[src/logic/lsu_pkg.sv]
`default_nettype none

package lsu_pkg;

    typedef enum logic [1:0] {
        LSU_NONE  = 2'd0,
        LSU_LOAD  = 2'd1,
        LSU_STORE = 2'd2
    } lsu_op_e;

    typedef enum logic [1:0] {
        SIZE_BYTE = 2'd0,
        SIZE_HALF = 2'd1,
        SIZE_WORD = 2'd2
    } lsu_size_e;

    typedef struct packed {
        logic [31:0] addr;
        logic [31:0] wdata;       // store data, low bits.
        lsu_op_e     op;
        lsu_size_e   size;
        logic        is_unsigned;
    } lsu_req_t;

    typedef struct packed {
        logic [31:0] addr;
        logic [31:0] data;
        logic        fault;
    } lsu_resp_t;

    // shared by aw and ar.
    typedef struct packed {
        logic [31:0] addr;
    } axi_addr_t;

    // single beat, always last.
    typedef struct packed {
        logic [31:0] data;
        logic [3:0]  strb;
    } axi_w_t;

    typedef struct packed {
        logic [1:0] resp;
    } axi_b_t;

    typedef struct packed {
        logic [31:0] data;
        logic [1:0]  resp;
    } axi_r_t;

    localparam logic [1:0] AXI_RESP_OKAY   = 2'b00;
    localparam logic [1:0] AXI_RESP_SLVERR = 2'b10;

endpackage

`default_nettype wire
[src/logic/lsu_axi_master.sv]
`default_nettype none

module lsu_axi_master import lsu_pkg::*; (
    input  logic      clk,
    input  logic      rst,

    input  logic      req_valid,
    output logic      req_ready,
    input  lsu_req_t  req,

    output logic      resp_valid,
    input  logic      resp_ready,
    output lsu_resp_t resp,

    output logic      aw_valid,
    input  logic      aw_ready,
    output axi_addr_t aw,
    output logic      w_valid,
    input  logic      w_ready,
    output axi_w_t    w,
    input  logic      b_valid,
    output logic      b_ready,
    input  axi_b_t    b,
    output logic      ar_valid,
    input  logic      ar_ready,
    output axi_addr_t ar,
    input  logic      r_valid,
    output logic      r_ready,
    input  axi_r_t    r
);

    typedef enum logic [1:0] {
        IDLE  = 2'd0,
        WRITE = 2'd1,
        READ  = 2'd2,
        DONE  = 2'd3
    } state_e;

    state_e      state;
    lsu_req_t    req_q;
    logic        req_fire;
    logic [31:0] st_data;
    logic [3:0]  st_strb;
    logic [31:0] ld_data;

    assign req_ready = (state == IDLE);
    assign req_fire  = req_valid && req_ready;

    // store lanes come from the incoming request.
    lsu_store_align i_store_align (
        .addr_low (req.addr[1:0]),
        .size     (req.size),
        .wdata    (req.wdata),
        .data     (st_data),
        .strb     (st_strb)
    );

    // load extension uses the registered request.
    lsu_load_extend i_load_extend (
        .addr_low    (req_q.addr[1:0]),
        .size        (req_q.size),
        .is_unsigned (req_q.is_unsigned),
        .rdata       (r.data),
        .data        (ld_data)
    );

    always_ff @(posedge clk or posedge rst) begin
        if (rst) begin
            state      <= IDLE;
            aw_valid   <= 1'b0;
            w_valid    <= 1'b0;
            ar_valid   <= 1'b0;
            b_ready    <= 1'b0;
            r_ready    <= 1'b0;
            resp_valid <= 1'b0;
        end else begin
            case (state)
                IDLE: begin
                    if (req_fire) begin
                        case (req.op)
                            LSU_STORE: begin
                                aw_valid <= 1'b1;
                                w_valid  <= 1'b1;
                                b_ready  <= 1'b1;
                                state    <= WRITE;
                            end
                            LSU_LOAD: begin
                                ar_valid <= 1'b1;
                                r_ready  <= 1'b1;
                                state    <= READ;
                            end
                            default: begin
                                resp_valid <= 1'b1; // nothing to access.
                                state      <= DONE;
                            end
                        endcase
                    end
                end
                WRITE: begin
                    if (aw_valid && aw_ready) aw_valid <= 1'b0;
                    if (w_valid && w_ready) w_valid <= 1'b0;
                    if (b_valid && b_ready) begin
                        b_ready    <= 1'b0;
                        resp_valid <= 1'b1;
                        state      <= DONE;
                    end
                end
                READ: begin
                    if (ar_valid && ar_ready) ar_valid <= 1'b0;
                    if (r_valid && r_ready) begin
                        r_ready    <= 1'b0;
                        resp_valid <= 1'b1;
                        state      <= DONE;
                    end
                end
                default: begin
                    if (resp_ready) begin
                        resp_valid <= 1'b0;
                        state      <= IDLE;
                    end
                end
            endcase
        end
    end

    always_ff @(posedge clk) begin
        if (req_fire) begin
            req_q      <= req;
            aw.addr    <= req.addr;
            ar.addr    <= req.addr;
            w.data     <= st_data;
            w.strb     <= st_strb;
            resp.addr  <= req.addr;
            resp.data  <= (req.op == LSU_NONE) ? req.addr : 32'h0;
            resp.fault <= 1'b0;
        end
        if (state == WRITE && b_valid && b_ready) begin
            resp.fault <= (b.resp != AXI_RESP_OKAY);
        end
        if (state == READ && r_valid && r_ready) begin
            resp.data  <= ld_data;
            resp.fault <= (r.resp != AXI_RESP_OKAY);
        end
    end

endmodule

`default_nettype wire

[src/logic/lsu_load_extend.sv]
`default_nettype none

module lsu_load_extend import lsu_pkg::*; (
    input  logic [1:0]  addr_low,
    input  lsu_size_e   size,
    input  logic        is_unsigned,
    input  logic [31:0] rdata,
    output logic [31:0] data
);

    logic [31:0] shifted;

    always_comb begin
        shifted = rdata >> {addr_low, 3'b000};
        case (size)
            SIZE_BYTE: begin
                data = {{24{~is_unsigned & shifted[7]}}, shifted[7:0]};
            end
            SIZE_HALF: begin
                data = {{16{~is_unsigned & shifted[15]}}, shifted[15:0]};
            end
            default: begin
                data = shifted;
            end
        endcase
    end

endmodule

`default_nettype wire

[src/logic/lsu_store_align.sv]
`default_nettype none

module lsu_store_align import lsu_pkg::*; (
    input  logic [1:0]  addr_low,
    input  lsu_size_e   size,
    input  logic [31:0] wdata,
    output logic [31:0] data,
    output logic [3:0]  strb
);

    always_comb begin
        data = wdata << {addr_low, 3'b000}; // move to the byte lane.
        case (size)
            SIZE_BYTE: begin
                strb = 4'b0001 << addr_low;
            end
            SIZE_HALF: begin
                strb = 4'b0011 << addr_low;
            end
            default: begin
                strb = 4'b1111;
            end
        endcase
    end

endmodule

`default_nettype wire

[config.mk]
export PLATFORM = sky130hd
export DESIGN_NAME = lsu_axi_master
export DESIGN_NICKNAME = d
export VERILOG_FILES = /design/src/logic/lsu_pkg.sv /design/src/logic/lsu_axi_master.sv /design/src/logic/lsu_load_extend.sv /design/src/logic/lsu_store_align.sv
export SDC_FILE = /design/constraint.sdc
export NUM_CORES = 1
export LEC_CHECK = 0
export ABC_AREA = 1
export BUFFER_PORTS_ARGS = -buffer_cell sky130_fd_sc_hd__buf_4
export CELL_PAD_IN_SITES_DETAIL_PLACEMENT = 2
export CELL_PAD_IN_SITES_GLOBAL_PLACEMENT = 2
export CORE_MARGIN = 2
export CORE_UTILIZATION = 24
export CTS_CLUSTER_DIAMETER = 60
export DETAILED_ROUTE_END_ITERATION = 16
export GPL_ROUTABILITY_DRIVEN = 0
export PLACE_DENSITY = 0.8
export SLEW_MARGIN = 30
export SYNTH_ARGS = -nofsm -noshare
export SYNTH_HDL_FRONTEND = slang
export SYNTH_SLANG_ARGS = --single-unit
[constraint.sdc]
create_clock -name clk -period 2.7 [get_ports clk]
set_input_delay 0.27 -clock clk [delete_from_list [all_inputs] [get_ports clk]]
set_output_delay 0.27 -clock clk [all_outputs]
set_load 0.1 [all_outputs]
==> flow_summary.toml <==
[run_status]
status = "finished clean"

[cts]
clk_path_buf_depth = 2
post_cts.repair.setup_buffers = 0
clockRootBuffer = "clkbuf_16"
clk-insertion-delay-late_ps = 360
tritoncts = "done"
htreeDepth = 3
cts_sinks = 112
cts.clk_slew.worst_paths_ps = 80
numCtsBuffers = 9

[critical_path]
cp_slowest_cell = "clkinvlp_4"
criticalPathCategory = "reg -> reg"
required_ps = 2990
path_max_fanout = 25
critical_path_arrival_ps = 2590
crit_top_cell = "nand2_1"
endpoint_kind = "register"
startpoint_type = "register"
cp_top_family = "buffers and inverters"
cpPeakStageDelay_ps = 530
critical_path.cell_chain = "inv_1 > ha_2 > nand2_1 > clkinvlp_4 > buf_12 > a21oi_1 > o21ai_0 > nand2_1"
crit_buf_inv = 3

[synthesis]
synth_area_um2 = 5930
ys_seq_area_frac = 0.561
syn_inst = 641
synth_flop_cell = "edfxtp_1"
yosysUniqueCellTypes = 26
syn-num-nets = 764
syn_avg_cell_area_um2 = 9.24
async_flop_share = 0.0714
ys_warn_count = 0
synth_seq_cells = 112
synth_edf_count = 104

[drt]
wl_per_cell_um = 18.6
avgViaCountPerCell = 4.45
finalWirelength_mm = 22.0
num_vias = 5264
ant_nets = 0
drc = 0
drt_iter0_drc = 157
first_pass_iters = 4

[floorplanning]
die_w_um = 161
core-area_um2 = 24200
dieArea_um2 = 26000
rows = 57
die_y_um = 161
initial_utilization = 0.244
io_pins = 286

[global_route]
grt_max_degree = 37
gr-usage-met3 = 0.0634
grt_pass1_vias = 5757
grt.total_usage = 0.170
grt_pass1_wl_mm = 33.7
gr-usage-met1 = 0.182
use_met2 = 0.320
top_usage_layer = "met2"
overflow = 0
antenna_found_initial = 1

[placed_design]
place_hpwl_mm = 17.2
portBuffers = 285

[sta]
relSlewSlack = 0.517
fmax_mhz = 435
hold_violations = 0
min_period_over_period = 0.851
slew_viol_final = 0
rsz0062_at_grt = "no"
fin_skew_ps = 10.2
fin_setup_tns_ps = 0
worstMarginPinSlew_ps = 723
min_period_ps = 2300
setup_viol = 0

[power]
power.leakage_uw = 0.00384
pwr-share-seq = 0.256
finalPower_uw = 10400
pwr-share-comb = 0.602
p_sw_uw = 6020
clockPowerShare = 0.142
power.density_nw_per_um2 = 1260
ir_drop_v = 0.000845
switching_share = 0.579
power.internal_uw = 4390

[final_layout]
multi_input_area_um2 = 1810
seq_area_um2 = 3320
mostFrequentLayoutCells = "buf_4 (293), nand2_1 (216), edfxtp_1 (104), a21oi_1 (50), nand3_1 (42)"
num-fill-cells = 2709
final_common_cell = "buf_4"
drive_gt1_frac = 0.380
syn_to_final_growth_pct = 39.4
insertedDiodeCount = 0
fin_nets = 976

[hold_path]
min_path_type = "in -> reg"

[job]
cap_viol_max_count = 0
[through the flow]
step	hold WS [ps]	instances	instance area [um2]	utilization	setup WS, ps
2_1_floorplan	85.7	641	5930	-	89.5
3_3_place_gp	257	1165	7930	0.327	499
3_5_place_dp	275	1165	7930	0.327	383
4_1_cts	73.6	1182	8260	0.341	361
5_1_grt	76.4	1182	8260	0.341	162
6_report	93.9	1182	8260	0.341	402
[routing by layer]
metal	up-vias	wire length [um]
li1	2485	-
met1	2565	8200
met2	196	11600
met3	16	1950
met4	2	175
met5	-	16
[power groups by stage]
stage	Combinational, uW	Sequential, uW	Clock [uW]
2_1_floorplan	2390	5370	0
3_3_place_gp	6240	2690	0
3_5_place_dp	6330	2720	0
4_1_cts	6340	2680	1530
5_1_grt	6540	2720	1590
6_report	6270	2670	1480
[final timing paths]
kind | startpoint | end | slack, ps | depth (start not counted)
min in group asynchronous | rst | state[0] | 440 | 3
max reg2reg | state[0] | aw_valid | 400 | 8
min reg2reg | ar_valid | ar_valid | 510 | 2
max | state[0] | aw_valid | 400 | 8
max in group asynchronous | rst | r_ready | 1990 | 3
min | req[47] | req_q[47] | 90 | 1
[state kept, by name (all words and copies together), names as in the netlist]
register,count
r_ready,1
aw_valid,1
resp_valid,1
state,2
req_q,35
w_valid,1
resp,33
w,36
ar_valid,1
b_ready,1
[worst reg2reg max path, cell delays in order (launching register included)]
cell and delay, ps:
dfrtp_1 430, inv_1 100, ha_2 230, nand2_1 170
clkinvlp_4 530, buf_12 400, a21oi_1 190, o21ai_0 100
nand2_1 90
[synth_stat cells, drive strengths merged, types with 3 or more instances]
cell / n / area (um2)
clkinv: 3 / 11.3
edfxtp: 104 / 3120
inv: 35 / 134
a21oi: 50 / 250
clkbuf: 13 / 48.8
ha: 9 / 113
nor3: 3 / 15.0
dfrtp: 8 / 200
nor2: 24 / 92.6
nand2: 220 / 833
buf: 82 / 601
nand3: 46 / 258
a22oi: 8 / 60.1
o21ai: 33 / 165
[kinds of logic after synthesis]
family,after synthesis,synth area share
AOI/OAI and AO/OA,92,0.0815
adders and majority gates,9,0.0190
buffers and inverters,133,0.134
DFF,112,0.561
and+or+nand+nor,295,0.205
[area by class of cell]
type,count,share of cell area
Timing Repair Buffer,296,0.272
Multi-Input combinational cell,396,0.220
Inverter,38,0.0180
Clock buffer,10,0.0277
Clock inverter,6,0.0109
Tap cell,324,0.0491
Sequential cell,112,0.402
[timing repair]
| item | CTS | global route |
|---|---|---|
| hold buffers | 1 | 0 |
| gates resized for setup | 0 | 0 |
| endpoints found under the hold margin | 8 | 0 |
Power figures use the tool's default switching activity.
